<file path="config.mk">
export PLATFORM = sky130hd
export DESIGN_NAME = gpio
export DESIGN_NICKNAME = d
export VERILOG_FILES = /design/src/soc_pkg.sv /design/src/gpio.sv
export SDC_FILE = /design/constraint.sdc
export NUM_CORES = 1
export LEC_CHECK = 0
export BUFFER_PORTS_ARGS = -buffer_cell sky130_fd_sc_hd__buf_2
export CAP_MARGIN = 20
export CELL_PAD_IN_SITES_DETAIL_PLACEMENT = 1
export CELL_PAD_IN_SITES_GLOBAL_PLACEMENT = 1
export CORE_MARGIN = 3
export CORE_UTILIZATION = 36
export DETAILED_ROUTE_END_ITERATION = 10
export GPL_TIMING_DRIVEN = 0
export MAX_ROUTING_LAYER = met4
export PLACE_DENSITY = 0.82
export SETUP_SLACK_MARGIN = 0.1
export SLEW_MARGIN = 20
export SYNTH_ARGS = -nofsm -noshare
export SYNTH_HDL_FRONTEND = slang
export SYNTH_SLANG_ARGS = --single-unit
</file>
<file path="constraint.sdc">
create_clock -name clk_i -period 2.68 [get_ports clk_i]
set_input_delay 0.134 -clock clk_i [delete_from_list [all_inputs] [get_ports clk_i]]
set_output_delay 0.134 -clock clk_i [all_outputs]
set_load 0.1 [all_outputs]
</file>
<file path="src/soc_pkg.sv">
package soc_pkg;

    // ============================================================
    // bus widths and memory sizes
    // ============================================================
    localparam int ADDR_W    = 32;
    localparam int DATA_W    = 32;
    localparam int RAM_WORDS = 1024;
    localparam int RAM_AW    = 10;   // word index, addr bits 11:2.
    localparam int GPIO_W    = 16;

    // ============================================================
    // address map
    // ============================================================
    localparam int PERIPH_BIT = 16;  // low selects data ram.
    localparam int SEL_MSB    = 15;
    localparam int SEL_LSB    = 13;
    localparam int REG_MSB    = 3;   // register offset inside a block.
    localparam int REG_LSB    = 2;

    // peripheral select, addr bits 15:13.
    typedef enum logic [2:0] {
        SEL_UART    = 3'd0,
        SEL_I2C     = 3'd1,
        SEL_QSPI    = 3'd2,
        SEL_TIMER   = 3'd3,
        SEL_USB     = 3'd4,
        SEL_GPIO    = 3'd5,
        SEL_IMEM_LO = 3'd6,
        SEL_IMEM_HI = 3'd7
    } periph_sel_e;

    // ============================================================
    // register offsets
    // ============================================================
    typedef enum logic [1:0] {
        TMR_CTRL    = 2'd0,
        TMR_COUNT   = 2'd1,
        TMR_COMPARE = 2'd2,
        TMR_STATUS  = 2'd3
    } timer_reg_e;

    localparam int TMR_EN_BIT   = 0;
    localparam int TMR_IE_BIT   = 1;
    localparam int TMR_PEND_BIT = 0;  // write 1 clears.

    typedef enum logic [1:0] {
        GPIO_OUT   = 2'd0,
        GPIO_IN    = 2'd1,
        GPIO_RSVD2 = 2'd2,
        GPIO_RSVD3 = 2'd3
    } gpio_reg_e;

endpackage

</file>
<file path="src/gpio.sv">
module gpio (
    input  logic                        clk_i,
    input  logic                        rst_n_i,
    input  logic                        we_i,
    input  logic [1:0]                  be_i,
    input  soc_pkg::gpio_reg_e          reg_i,
    input  logic [soc_pkg::GPIO_W-1:0]  wdata_i,
    output logic [soc_pkg::DATA_W-1:0]  rdata_o,
    input  logic [soc_pkg::GPIO_W-1:0]  pins_i,
    output logic [soc_pkg::GPIO_W-1:0]  pins_o
);
    import soc_pkg::*;

    logic [GPIO_W-1:0] out_q;
    logic [GPIO_W-1:0] in_meta_q;
    logic [GPIO_W-1:0] in_sync_q;

    always_ff @(posedge clk_i) begin
        if (!rst_n_i) begin
            out_q <= '0;
        end else if (we_i && reg_i == GPIO_OUT) begin
            for (int b = 0; b < 2; b++) begin
                if (be_i[b]) begin
                    out_q[8*b +: 8] <= wdata_i[8*b +: 8];
                end
            end
        end
    end

    // two flop input sync.
    always_ff @(posedge clk_i) begin
        if (!rst_n_i) begin
            in_meta_q <= '0;
            in_sync_q <= '0;
        end else begin
            in_meta_q <= pins_i;
            in_sync_q <= in_meta_q;
        end
    end

    always_comb begin
        case (reg_i)
            GPIO_OUT: rdata_o = {{(DATA_W-GPIO_W){1'b0}}, out_q};
            GPIO_IN:  rdata_o = {{(DATA_W-GPIO_W){1'b0}}, in_sync_q};
            default:  rdata_o = '0;  // reserved.
        endcase
    end

    assign pins_o = out_q;

endmodule

</file>
==> impl_metrics.csv <==
group,metric,value,unit
status,status,"finished clean",
power_and_ir_drop,p_sw,470.8,uW
critical_path,critPathMaxFanout,3,
sta,rsz0062_at_grt,"false",
clock_tree,htreeDepth,2,
global_routing,grt_antenna_before_repair,0,
layout,final_core_util,50.91,%
power_and_ir_drop,power,1.594,mW
clock_tree,cts_tree,"done",
sta,drv_slew,0,
die,row_count,25,
clock_tree,cts_hold_buffers,0,
power_and_ir_drop,p_per_area,633.6,nW/um2
layout,final_cell_mix,"buf_2 (68), dfxtp_1 (48), mux2i_1 (32), nand2_1 (32), and2_1 (32)",
clock_tree,post-cts-setup-buffer-count,0,
critical_path,required,2.55,ns
layout,drive_above_1_share,35.11,%
placed_design,gp_congestion,0.7776,
logic_synthesis,syn_inst,192,
critical_path,rr_endpoint,"pins_o[4]",
die,boundaryPins,87,
sta,finalCritPeriodShare,55.85,%
layout,fillerInstances,613,
min_path,hold_end,"in_meta_q[2]",
critical_path,critPathKind,"reg2out",
drt,wirelength,4494,um
power_and_ir_drop,clkPwrFrac,33.3,%
layout,final_common_cell,"buf_2",
power_and_ir_drop,p_comb_share,19.6,%
die,die_h,79.02,um
power_and_ir_drop,p_int,1.124,mW
logic_synthesis,syn_area_per_cell,9.997,um2
clock_tree,root_buffer,"clkbuf_8",
clock_tree,insertion_delay,0.29,ns
clock_tree,cts_resized,0,
critical_path,r2r_start,"pins_o[4]",
power_and_ir_drop,peakVddDrop,284.4,uV
placed_design,io_buffers,67,
layout,syn_to_final_growth,31.09,%
sta,fmax,668.1,MHz
sta,skew,0.003172,ns
drt,postRouteAntennaNets,0,
logic_synthesis,yosys_warnings,0,
sta,finalSetupViolCount,0,
global_routing,grt_pass1_wl,7217,um
drt,drt-initial-drc-count,57,
power_and_ir_drop,switching_share,29.53,%
global_routing,grtUsageTotal,14.95,%
drt,vias,1503,
min_path,min-delay-start,"pins_i[2]",
critical_path,worstPathArrival,1.36,ns
power_and_ir_drop,total_leakage_power,1.266,nW
global_routing,grt_pass1_vias,1609,
clock_tree,numCtsBuffers,5,
sta,timing.hold.ws,0.04290,ns
logic_synthesis,synth_cell_types,12,
critical_path,cp-end-kind,"primary output",
die,die_w,79.02,um
logic_synthesis,synthesis.area,1919,um2
die,die-area,6243,um2
sta,layout_min_cycle_time,1.497,ns
drt,post-route-drc-count,0,
logic_synthesis,synth_seq_cells,48,
die,start_util,38.84,%
drt,routed_via_density,4.307,
drt,dr.pass1.iters,4,
global_routing,gr-total-overflow,0,
die,coreArea,4942,um2
clock_tree,clk_path_buf_depth,2,
global_routing,grt_max_degree,16,
job,drv_cap,0,
sta,totalNegativeSetupSlack,0,ns
drt,wire_per_inst,12.88,um
sta,hold_viol,0,
power_and_ir_drop,p_seq_share,47.0,%
clock_tree,clock-sinks,48,
placed_design,hpwlAfterDp,3568,um
min_path,hp-class,"in2reg",
clock_tree,path_clk_slew,0.08,ns
logic_synthesis,ys_seq_area_share,50.07,%
critical_path,r2r_slack,2.01,ns
critical_path,startpoint_type,"flip-flop",
min_path,min_path_cells,2,
critical_path,rr_worst_depth,2,
layout,antenna_cells,0,
layout,final_nets,320,
==> metal layers <==
metal | global-route usage [%] | share of wire (%) | vias up
li1 | - | - | 748
met1 | 15.83 | 39 | 698
met2 | 27.53 | 53 | 48
met3 | 2.721 | 5.5 | 9
met4 | 5.670 | 2.4 | 0
met5 | - | 0 | -
==> through the flow <==
stage	setup WS [ns]	area [um2]	cells
after floorplan	0.1588	1976	207
after global placement	1.363	2395	341
after detailed placement	1.351	2395	341
after CTS	1.203	2516	349
after global routing	1.150	2516	349
final	1.183	2516	349
==> kinds of logic after synthesis <==
family	after synthesis	synth area share (%)
buffers and inverters	29	10.63
flip-flops	48	50.07
other	1	0.1954
multiplexers	32	16.69
AND/OR/NAND/NOR	82	22.43
==> synthesized netlist by cell type <==
library cell,instances,share of area (%)
and2_1,32,10
buf_1,1,0.20
buf_2,1,0.26
buf_4,17,6.6
buf_6,4,2.3
clkbuf_1,6,1.2
conb_1,1,0.20
dfxtp_1,48,50
mux2i_1,32,17
nand2_1,32,6.3
nor2_1,16,3.1
nor4bb_4,2,2.6
==> power by group through the flow <==
| stage | logic, mW | registers [mW] | clock network, mW |
|---|---|---|---|
| 2_1_floorplan | 0.224 | 0.801 | 0 |
| 3_3_place_gp | 0.310 | 0.766 | 0 |
| 3_5_place_dp | 0.314 | 0.767 | 0 |
| 4_1_cts | 0.315 | 0.750 | 0.545 |
| 5_1_grt | 0.330 | 0.753 | 0.578 |
| 6_report | 0.313 | 0.750 | 0.531 |
==> worst max-delay path: stages (launching register included) <==
cell and delay (ns):
dfxtp_1 0.39, mux2i_1 0.09, nor2_1 0.14, buf_2 0.46
==> how the worst max path moves through the flow <==
stage,start,cells after the start,endpoint,slack (ns)
final,pins_o[4],3,rdata_o[4],1.18
after global routing,pins_o[7],3,rdata_o[7],1.15
after CTS,pins_o[5],3,rdata_o[5],1.20
after detailed placement,reg_i[0],5,rdata_o[4],1.35
after global placement,reg_i[0],5,rdata_o[7],1.36
after floorplan,pins_o[0],2,rdata_o[0],0.16
==> state kept, by name, summed over array words and instances, names as in the netlist <==
signal     flops
in_meta_q     16
in_sync_q     16
pins_o        16
==> layout make-up <==
type / count / area (um2) / share of cell area (%)
Multi-Input combinational cell: 130 / 810.8 / 32.22
Timing Repair Buffer: 67 / 335.3 / 13.33
Sequential cell: 48 / 960.9 / 38.19
Clock buffer: 6 / 82.58 / 3.282
Clock inverter: 2 / 38.79 / 1.542
Tap cell: 67 / 83.83 / 3.332
Buffer: 29 / 203.9 / 8.105
Note: power is estimated with default switching activity, not from simulation.
