===== src/soc_pkg.sv =====
package soc_pkg;

    // ============================================================
    // bus widths and memory sizes
    // ============================================================
    localparam int ADDR_W    = 32;
    localparam int DATA_W    = 32;
    localparam int RAM_WORDS = 1024;
    localparam int RAM_AW    = 10;   // word index, addr bits 11:2.
    localparam int GPIO_W    = 16;

    // ============================================================
    // address map
    // ============================================================
    localparam int PERIPH_BIT = 16;  // low selects data ram.
    localparam int SEL_MSB    = 15;
    localparam int SEL_LSB    = 13;
    localparam int REG_MSB    = 3;   // register offset inside a block.
    localparam int REG_LSB    = 2;

    // peripheral select, addr bits 15:13.
    typedef enum logic [2:0] {
        SEL_UART    = 3'd0,
        SEL_I2C     = 3'd1,
        SEL_QSPI    = 3'd2,
        SEL_TIMER   = 3'd3,
        SEL_USB     = 3'd4,
        SEL_GPIO    = 3'd5,
        SEL_IMEM_LO = 3'd6,
        SEL_IMEM_HI = 3'd7
    } periph_sel_e;

    // ============================================================
    // register offsets
    // ============================================================
    typedef enum logic [1:0] {
        TMR_CTRL    = 2'd0,
        TMR_COUNT   = 2'd1,
        TMR_COMPARE = 2'd2,
        TMR_STATUS  = 2'd3
    } timer_reg_e;

    localparam int TMR_EN_BIT   = 0;
    localparam int TMR_IE_BIT   = 1;
    localparam int TMR_PEND_BIT = 0;  // write 1 clears.

    typedef enum logic [1:0] {
        GPIO_OUT   = 2'd0,
        GPIO_IN    = 2'd1,
        GPIO_RSVD2 = 2'd2,
        GPIO_RSVD3 = 2'd3
    } gpio_reg_e;

endpackage


===== src/timer.sv =====
module timer (
    input  logic                        clk_i,
    input  logic                        rst_n_i,
    input  logic                        we_i,
    input  logic [3:0]                  be_i,
    input  soc_pkg::timer_reg_e         reg_i,
    input  logic [soc_pkg::DATA_W-1:0]  wdata_i,
    output logic [soc_pkg::DATA_W-1:0]  rdata_o,
    input  logic                        irq_ack_i,
    output logic                        irq_o
);
    import soc_pkg::*;

    logic [1:0]        ctrl_q;   // bit 0 enable, bit 1 irq enable.
    logic [DATA_W-1:0] count_q;
    logic [DATA_W-1:0] compare_q;
    logic              pending_q;
    logic              match;
    logic              pend_clr;

    function automatic logic [DATA_W-1:0] merge_be(
        input logic [DATA_W-1:0] old_v,
        input logic [DATA_W-1:0] new_v,
        input logic [3:0]        be
    );
        logic [DATA_W-1:0] res;
        res = old_v;
        for (int b = 0; b < 4; b++) begin
            if (be[b]) begin
                res[8*b +: 8] = new_v[8*b +: 8];
            end
        end
        return res;
    endfunction

    assign match    = ctrl_q[TMR_EN_BIT] & (count_q == compare_q);
    assign pend_clr = irq_ack_i
                    | (we_i & (reg_i == TMR_STATUS) & be_i[0] & wdata_i[TMR_PEND_BIT]);

    // ============================================================
    // registers
    // ============================================================
    always_ff @(posedge clk_i) begin
        if (!rst_n_i) begin
            ctrl_q    <= '0;
            count_q   <= '0;
            compare_q <= '0;
            pending_q <= 1'b0;
        end else begin
            if (we_i && reg_i == TMR_CTRL && be_i[0]) begin
                ctrl_q <= wdata_i[1:0];
            end
            if (we_i && reg_i == TMR_COMPARE) begin
                compare_q <= merge_be(compare_q, wdata_i, be_i);
            end
            // bus write beats the running count.
            if (we_i && reg_i == TMR_COUNT) begin
                count_q <= merge_be(count_q, wdata_i, be_i);
            end else if (match) begin
                count_q <= '0;
            end else if (ctrl_q[TMR_EN_BIT]) begin
                count_q <= count_q + DATA_W'(1);
            end
            pending_q <= (pending_q & ~pend_clr) | match;  // new match wins.
        end
    end

    always_comb begin
        case (reg_i)
            TMR_CTRL:    rdata_o = {{(DATA_W-2){1'b0}}, ctrl_q};
            TMR_COUNT:   rdata_o = count_q;
            TMR_COMPARE: rdata_o = compare_q;
            default:     rdata_o = {{(DATA_W-1){1'b0}}, pending_q};
        endcase
    end

    assign irq_o = pending_q & ctrl_q[TMR_IE_BIT];

    a_irq_needs_pending: assert property (
        @(posedge clk_i) disable iff (!rst_n_i)
        irq_o |-> pending_q
    );

endmodule


===== config.mk =====
export PLATFORM = sky130hd
export DESIGN_NAME = timer
export DESIGN_NICKNAME = d
export VERILOG_FILES = /design/src/soc_pkg.sv /design/src/timer.sv
export SDC_FILE = /design/constraint.sdc
export NUM_CORES = 1
export LEC_CHECK = 0
export BUFFER_PORTS_ARGS = -buffer_cell sky130_fd_sc_hd__buf_2
export CAP_MARGIN = 5
export CORE_ASPECT_RATIO = 1.25
export CORE_MARGIN = 2
export CORE_UTILIZATION = 38
export CTS_CLUSTER_DIAMETER = 120
export CTS_CLUSTER_SIZE = 16
export DETAILED_ROUTE_END_ITERATION = 7
export SLEW_MARGIN = 0
export SYNTH_ARGS = -nofsm -noshare
export SYNTH_HDL_FRONTEND = slang
export SYNTH_SLANG_ARGS = --single-unit
export TNS_END_PERCENT = 10

===== constraint.sdc =====
create_clock -name clk_i -period 2.9 [get_ports clk_i]
set_input_delay 0.29 -clock clk_i [delete_from_list [all_inputs] [get_ports clk_i]]
set_output_delay 0.29 -clock clk_i [all_outputs]
set_load 0.01 [all_outputs]

==> results of run 1 <==
[power by group]
part           switching [W]  internal, W  total [W]
clock               0.000390     0.000641    0.00103
sequential         0.0000972     0.000976    0.00107
combinational       0.000226     0.000175   0.000401
[Yosys cell counts (all sizes together) (4+ instances only)]
master / number / area share (%)
xor2: 31 / 6.5
and2: 4 / 0.60
o22ai: 23 / 3.5
a22oi: 12 / 2.2
nor4: 16 / 2.4
o21ai: 7 / 0.84
buf: 20 / 2.9
nand3: 28 / 3.7
nand2: 92 / 8.3
o31ai: 5 / 0.90
dfxtp: 67 / 32
clkbuf: 32 / 2.9
a22o: 30 / 6.3
nor3: 12 / 1.7
o211ai: 4 / 0.72
inv: 5 / 0.45
and3: 13 / 2.0
a21oi: 51 / 6.1
nor2: 10 / 0.90
nor2b: 9 / 1.4
mux2i: 21 / 5.1
nand4: 8 / 1.2
[worst min-delay path: stages]
cell,delay (ps)
buf_2,100
nand2_1,50
a21oi_1,50
[routing by layer]
metal,vias to the layer above,GRT usage [%],routed length [microns]
met5,-,0,0
met4,0,8.51,257
met3,18,3.63,585
met2,124,39.5,6530
met1,2032,27.7,5620
li1,2043,-,-
[worst paths after layout]
kind                                           startpoint                   endpoint  slack, ps  cells after the start
worst max-delay path             count_q[24]$_SDFFE_PN0P_   count_q[25]$_SDFFE_PN0P_        360                      6
worst min-delay path                           wdata_i[4]  compare_q[4]$_SDFFE_PN0P_        210                      3
worst max register to register   count_q[24]$_SDFFE_PN0P_   count_q[25]$_SDFFE_PN0P_        360                      6
worst min register to register  compare_q[4]$_SDFFE_PN0P_  compare_q[4]$_SDFFE_PN0P_        480                      2
[kinds of logic (layout without fill, tap and decap cells)]
logic type                 Yosys count  after routing  synth area share, %
AOI/OAI and AO/OA                  143            143                 22.9
DFF                                 67             67                 32.2
xor gates and xnor gates            33             33                 6.95
muxes                               24             24                 6.13
adders and majority gates            1              1                0.301
buffers and inverters               57            112                 6.19
and+or+nand+nor                    210            210                 25.3
[through the flow]
step / area, sq um / setup slack, ps / std cells / util [%] / total power [W]
after global placement: 4610 / 455 / 707 / 43.4 / 0.00149
after global routing: 4890 / 159 / 722 / 46.1 / 0.00261
after detailed placement: 4610 / 417 / 707 / 43.4 / 0.00149
final: 4890 / 357 / 722 / 46.1 / 0.00251
after floorplan: 4160 / 832 / 535 / - / 0.00135
after CTS: 4890 / 409 / 722 / 46.1 / 0.00252
[cells in the final DEF, fill, tap and decap left out, types with 13 or more instances in the layout]
master,count
nand2_1,92
buf_2,74
dfxtp_1,67
a21oi_1,51
xor2_1,31
a22o_1,30
nand3_1,25
o22ai_1,23
mux2i_1,21
buf_4,17
nor4_1,16
and3_1,13
[registers in the layout, indices dropped and copies added (netlist names)]
name,count
ctrl_q,2
compare_q,32
count_q,32
pending_q,1
[final cells by class]
cell class | instances | area share (%)
Clock buffer | 13 | 5.53
Clock inverter | 2 | 0.205
Inverter | 5 | 0.384
Multi-Input combinational cell | 411 | 52.5
Sequential cell | 67 | 27.4
Tap cell | 132 | 3.38
Timing Repair Buffer | 92 | 10.6
==> impl_table.tex, run 1 <==
\begin{tabular}{lr}
\hline
Metric & Value \\
\hline
\multicolumn{2}{l}{\textbf{Clock network}} \\
\quad Clk Tree Root Cell & clkbuf\_16 \\
\quad Post-cts resize count & 0 \\
\quad Skew-Pair Late Insertion Delay & 330 ps \\
\quad Clock tree buffer depth & 2 \\
\quad Depth of the CTS H-tree & 3 \\
\quad Number of CTS-inserted buffers & 9 \\
\quad Number of buffers inserted by post-CTS setup repair & 0 \\
\quad Clock transition at the registers of the reported paths & 50 ps \\
\quad TritonCTS clock tree & yes \\
\quad Hold buffers post-CTS & 0 \\
\quad CTS sink cnt & between 60 and 70 \\
\multicolumn{2}{l}{\textbf{Drt}} \\
\quad Iter 0 DRT Violations & a little under 300 \\
\quad Mean routed wirelength per cell & 18.0 microns \\
\quad Number of vias after detailed routing & 4217 \\
\quad DRC Markers & 0 \\
\quad Post-route ant nets & 0 \\
\quad Via/cell ratio & 5.84 \\
\quad Routed wire length & 13.0 mm \\
\quad First drt pass iteration count & 5 \\
\multicolumn{2}{l}{\textbf{Hold path}} \\
\quad Path category of the worst min-delay check & input pin to flop \\
\multicolumn{2}{l}{\textbf{Synthesis}} \\
\quad Synthesized area per cell & 7.78 sq um \\
\quad Flip-flop cell with the highest count after synthesis & dfxtp\_1 \\
\quad Count of cell types in the netlist & 51 \\
\quad FF+latch count, synth & 67 \\
\quad Proportion of synthesized flip-flops having asynchronous set or reset & 0\% \\
\quad Post-synthesis sequential area ratio & between 30\% and 40\% \\
\quad Post-synthesis net count & 578 \\
\quad EDFF count, synth & 0 \\
\quad Syn Inst Count & 535 \\
\quad Mapped cell area & 4160 sq um \\
\quad Number of warnings printed during yosys synthesis & 0 \\
\multicolumn{2}{l}{\textbf{Die}} \\
\quad Cell row count & 42 \\
\quad Initial Util & $\sim$39\% \\
\quad Die ar. & about 12000 sq um \\
\quad Count of pins on the block boundary & 75 \\
\quad Die width & 97.6 microns \\
\quad Placeable core region & 10600 sq um \\
\quad Die Y-Extent & $\sim$120 microns \\
\multicolumn{2}{l}{\textbf{Placement}} \\
\quad Final RePlAce weighted congestion & 0.883 \\
\quad HPWL after detailed placement & 9.69 mm \\
\quad Port Buffers & 74 \\
\multicolumn{2}{l}{\textbf{Setup path}} \\
\quad Worst path required time & 3090 ps \\
\quad Cell Chain, Critical Path & xor2\_1 > nor4\_1 > nand3\_1 > or3\_1 > o211ai\_1 > o211ai\_1 \\
\quad Count of buffer and inverter cells on the critical path & 0 \\
\quad Critical Path Source Type & flop \\
\quad Slowest stage cell, crit path & or3\_1 \\
\quad Critical Path Most Common Cell & o211ai\_1 \\
\quad Peak fanout along the critical path & 9 \\
\quad Cell family contributing the most delay on the critical path & simple AND/OR/NAND/NOR gates \\
\quad Crit path capture type & flop \\
\quad Critical path data arrival time & 2740 ps \\
\quad CP Class & flop to flop \\
\quad Slowest cell delay on critical path & 520 ps \\
\multicolumn{2}{l}{\textbf{Timing}} \\
\quad Final hold violation count & 0 \\
\quad Transition time of the tightest slew-check pin & approximately 660 ps \\
\quad Clock Skew & 4.87 ps \\
\quad Share of the clock period used by the worst path after layout & 87.7\% \\
\quad Final count of pins violating max slew & 0 \\
\quad Hold Worst Slack & $\sim$210 ps \\
\quad Max-slew headroom at the worst pin & 55.6\% \\
\quad RSZ-0062 raised after global routing & false \\
\quad Final setup vio count & 0 \\
\quad Total negative setup slack & 0 ps \\
\quad Min Clock Period, post-route & about 2500 ps \\
\quad Achievable frequency & 393 MHz \\
\multicolumn{2}{l}{\textbf{Global routing}} \\
\quad Number of global-route vias before repair & 4104 \\
\quad Wire length of the first global-routing pass & 21.2 mm \\
\quad Largest net degree at the start of global routing & 34 \\
\quad GRT Residual Overflow & 0 \\
\quad Overall Global Routing Usage & 22.5\% \\
\quad Antenna violations before repair & 0 \\
\multicolumn{2}{l}{\textbf{Power and ir drop}} \\
\quad Maximum vdd ir drop & 236 uV \\
\quad Leak & 2.07 nW \\
\quad Total power density per cell area & 512 nW/um\^{}2 \\
\multicolumn{2}{l}{\textbf{Final layout}} \\
\quad Sequential cell area & 1340 sq um \\
\quad Layout overhead on the synthesized area & 17.5\% \\
\quad Diodes inserted & 0 \\
\quad Final-layout fill cell count & approximately 1.1k \\
\quad Total area of multi-input combinational cells & 2570 sq um \\
\quad Final net count & 629 \\
\quad Share of cells above drive strength 1 & roughly 20\% \\
\multicolumn{2}{l}{\textbf{Status}} \\
\quad Outcome & finished clean \\
\multicolumn{2}{l}{\textbf{Run}} \\
\quad \# Max-Cap Violations & 0 \\
\hline
\end{tabular}
Note: power is estimated with default switching activity, not from simulation.
==> run 2, diff against run 1 <==
Settings changed: CORE_ASPECT_RATIO 1.25 to default.
==> impl_table.tex, run 2 (same netlist as run 1, synthesis figures left out) <==
\begin{tabular}{lr}
\hline
Metric & Value \\
\hline
\multicolumn{2}{l}{\textbf{Final layout}} \\
\quad Final net count & 626 \\
\quad Commonest cells after routing, fill and taps aside & nand2\_1 (92), buf\_2 (74), dfxtp\_1 (67) \\
\quad Final design utilization & roughly 44\% \\
\quad Final-layout fill cell count & 1141 \\
\quad Diodes inserted & 0 \\
\quad Biggest registers after layout & compare\_q: 32 flops, count\_q: 32 flops, ctrl\_q: 2 flops \\
\quad Most frequent standard cell in the layout excluding fill and tap cells & nand2\_1 \\
\quad Layout overhead on the synthesized area & 14.9\% \\
\quad Share of cells above drive strength 1 & 19.8\% \\
\quad Post-route design area & 4780 sq um \\
\multicolumn{2}{l}{\textbf{Global routing}} \\
\quad Number of global-route vias before repair & $\sim$3.9k \\
\quad Largest net degree at the start of global routing & 35 \\
\quad Antenna violations before repair & 0 \\
\quad Wire length of the first global-routing pass & 20.7 mm \\
\quad GRT Residual Overflow & 0 \\
\quad Overall Global Routing Usage & 23.0\% \\
\multicolumn{2}{l}{\textbf{Clock network}} \\
\quad Clk Tree Root Cell & clkbuf\_8 \\
\quad Clock transition at the registers of the reported paths & 70 ps \\
\quad Number of buffers inserted by post-CTS setup repair & 0 \\
\quad Clock tree buffer depth & 2 \\
\quad Number of CTS-inserted buffers & 9 \\
\quad CTS sink cnt & 67 \\
\quad TritonCTS clock tree & yes \\
\quad Hold buffers post-CTS & 0 \\
\quad Depth of the CTS H-tree & 3 \\
\quad Post-cts resize count & 0 \\
\quad Skew-Pair Late Insertion Delay & 360 ps \\
\multicolumn{2}{l}{\textbf{Status}} \\
\quad Outcome & finished clean \\
\multicolumn{2}{l}{\textbf{Setup path}} \\
\quad Peak fanout along the critical path & 7 \\
\quad CP Class & flop to flop \\
\quad Launch instance of the worst register-to-register path & count\_q[19]\$\_SDFFE\_PN0P\_ \\
\quad Endpoint of the most critical register-to-register path & count\_q[27]\$\_SDFFE\_PN0P\_ \\
\quad Crit path capture type & flop \\
\quad FF-to-FF setup slack & $\sim$470 ps \\
\quad Critical path data arrival time & 2660 ps \\
\quad Worst path required time & 3130 ps \\
\quad Worst reg2reg path depth & 6 \\
\quad Critical Path Source Type & flop \\
\multicolumn{2}{l}{\textbf{Drt}} \\
\quad Via/cell ratio & 5.82 \\
\quad Number of vias after detailed routing & 4228 \\
\quad Post-route ant nets & 0 \\
\quad Routed wire length & 13.3 mm \\
\quad Iter 0 DRT Violations & 363 \\
\quad First drt pass iteration count & 5 \\
\quad Mean routed wirelength per cell & 18.2 microns \\
\quad DRC Markers & 0 \\
\multicolumn{2}{l}{\textbf{Power and ir drop}} \\
\quad Share of power burned in combinational logic & 16.9\% \\
\quad Total power density per cell area & 476 nW/um\^{}2 \\
\quad Switching share of power & 30.4\% \\
\quad Leak & $\sim$2 nW \\
\quad Internal Power & approximately 0.0016 W \\
\quad Clock power frac & 35.7\% \\
\quad Sequential group share of total power & 47.4\% \\
\quad Maximum vdd ir drop & 263 uV \\
\quad Switching pwr & 0.000692 W \\
\quad Overall Power & 0.00227 W \\
\multicolumn{2}{l}{\textbf{Timing}} \\
\quad Share of the clock period used by the worst path after layout & $\sim$84\% \\
\quad Final setup vio count & 0 \\
\quad RSZ-0062 raised after global routing & false \\
\quad PnR worst setup slack & 470 ps \\
\quad Final count of pins violating max slew & 0 \\
\quad Final hold violation count & 0 \\
\quad Max-slew headroom at the worst pin & 52.9\% \\
\quad Transition time of the tightest slew-check pin & around 710 ps \\
\quad Total negative setup slack & 0 ps \\
\quad Min Clock Period, post-route & 2430 ps \\
\quad Clock Skew & between 10 and 15 ps \\
\quad Achievable frequency & 412 MHz \\
\multicolumn{2}{l}{\textbf{Placement}} \\
\quad HPWL after detailed placement & 9.62 mm \\
\quad Total placed instance area & 4590 sq um \\
\quad Placement-stage worst setup slack & 523 ps \\
\quad Final RePlAce weighted congestion & approximately 0.92 \\
\quad Port Buffers & 74 \\
\multicolumn{2}{l}{\textbf{Die}} \\
\quad Die Y-Extent & 109 microns \\
\quad Placeable core region & 10700 sq um \\
\quad Count of pins on the block boundary & 75 \\
\quad Cell row count & 38 \\
\quad Initial Util & 38.7\% \\
\quad Die ar. & 11800 sq um \\
\quad Die width & 109 microns \\
\multicolumn{2}{l}{\textbf{Hold path}} \\
\quad Hold Path Cell Cnt & 3 \\
\quad Hold path start & wdata\_i[23] \\
\quad Terminating pin of the worst hold path & compare\_q[23]\$\_SDFFE\_PN0P\_ \\
\quad Path category of the worst min-delay check & input pin to flop \\
\multicolumn{2}{l}{\textbf{Run}} \\
\quad \# Max-Cap Violations & 0 \\
\hline
\end{tabular}
[run 2: through the flow]
stage	hold WS, ps	instances
final	176	727
after global routing	172	727
after CTS	162	727
after detailed placement	476	712
after global placement	472	712
after floorplan	426	535
[run 2: layout make-up]
class | count | area (sq um) | area share [%]
tap | 140 | 175 | 3.66
multi-input combinational | 411 | 2570 | 53.7
inverter | 5 | 18.8 | 0.393
clock inverter | 2 | 35.0 | 0.733
timing repair buffer | 89 | 483 | 10.1
clock buffer | 13 | 159 | 3.32
sequential | 67 | 1340 | 28.1
[run 2: worst max path at each step]
stage	from	endpoint	depth (start not counted)
floorplan	count_q[11]$_SDFFE_PN0P_	count_q[29]$_SDFFE_PN0P_	8
global placement	we_i	count_q[24]$_SDFFE_PN0P_	8
detailed placement	we_i	count_q[24]$_SDFFE_PN0P_	8
global route	count_q[10]$_SDFFE_PN0P_	count_q[27]$_SDFFE_PN0P_	6
finish	count_q[19]$_SDFFE_PN0P_	count_q[27]$_SDFFE_PN0P_	6
CTS	count_q[10]$_SDFFE_PN0P_	count_q[25]$_SDFFE_PN0P_	6
[run 2: worst max-delay path: stages (launching register included)]
cell      delay (ps)
dfxtp_1          470
xor2_1           200
nor4_1           440
nand4_1          150
or3_1            460
o211ai_1         420
o211ai_1         160
[run 2: layer usage]
| layer | GRT usage (%) | part of all wire (%) |
|---|---|---|
| met1 | 31.5 | 45 |
| met5 | 0 | 0 |
| met2 | 36.3 | 46 |
| met4 | 7.51 | 1.9 |
| met3 | 4.30 | 6.5 |
[run 2: power by group through the flow]
stage               clock network, W  registers (W)  logic, W
finish                      0.000811        0.00108  0.000385
global route                0.000863        0.00109  0.000420
CTS                         0.000825        0.00108  0.000381
detailed placement                 0        0.00110  0.000379
floorplan                          0        0.00102  0.000322
global placement                   0        0.00109  0.000379
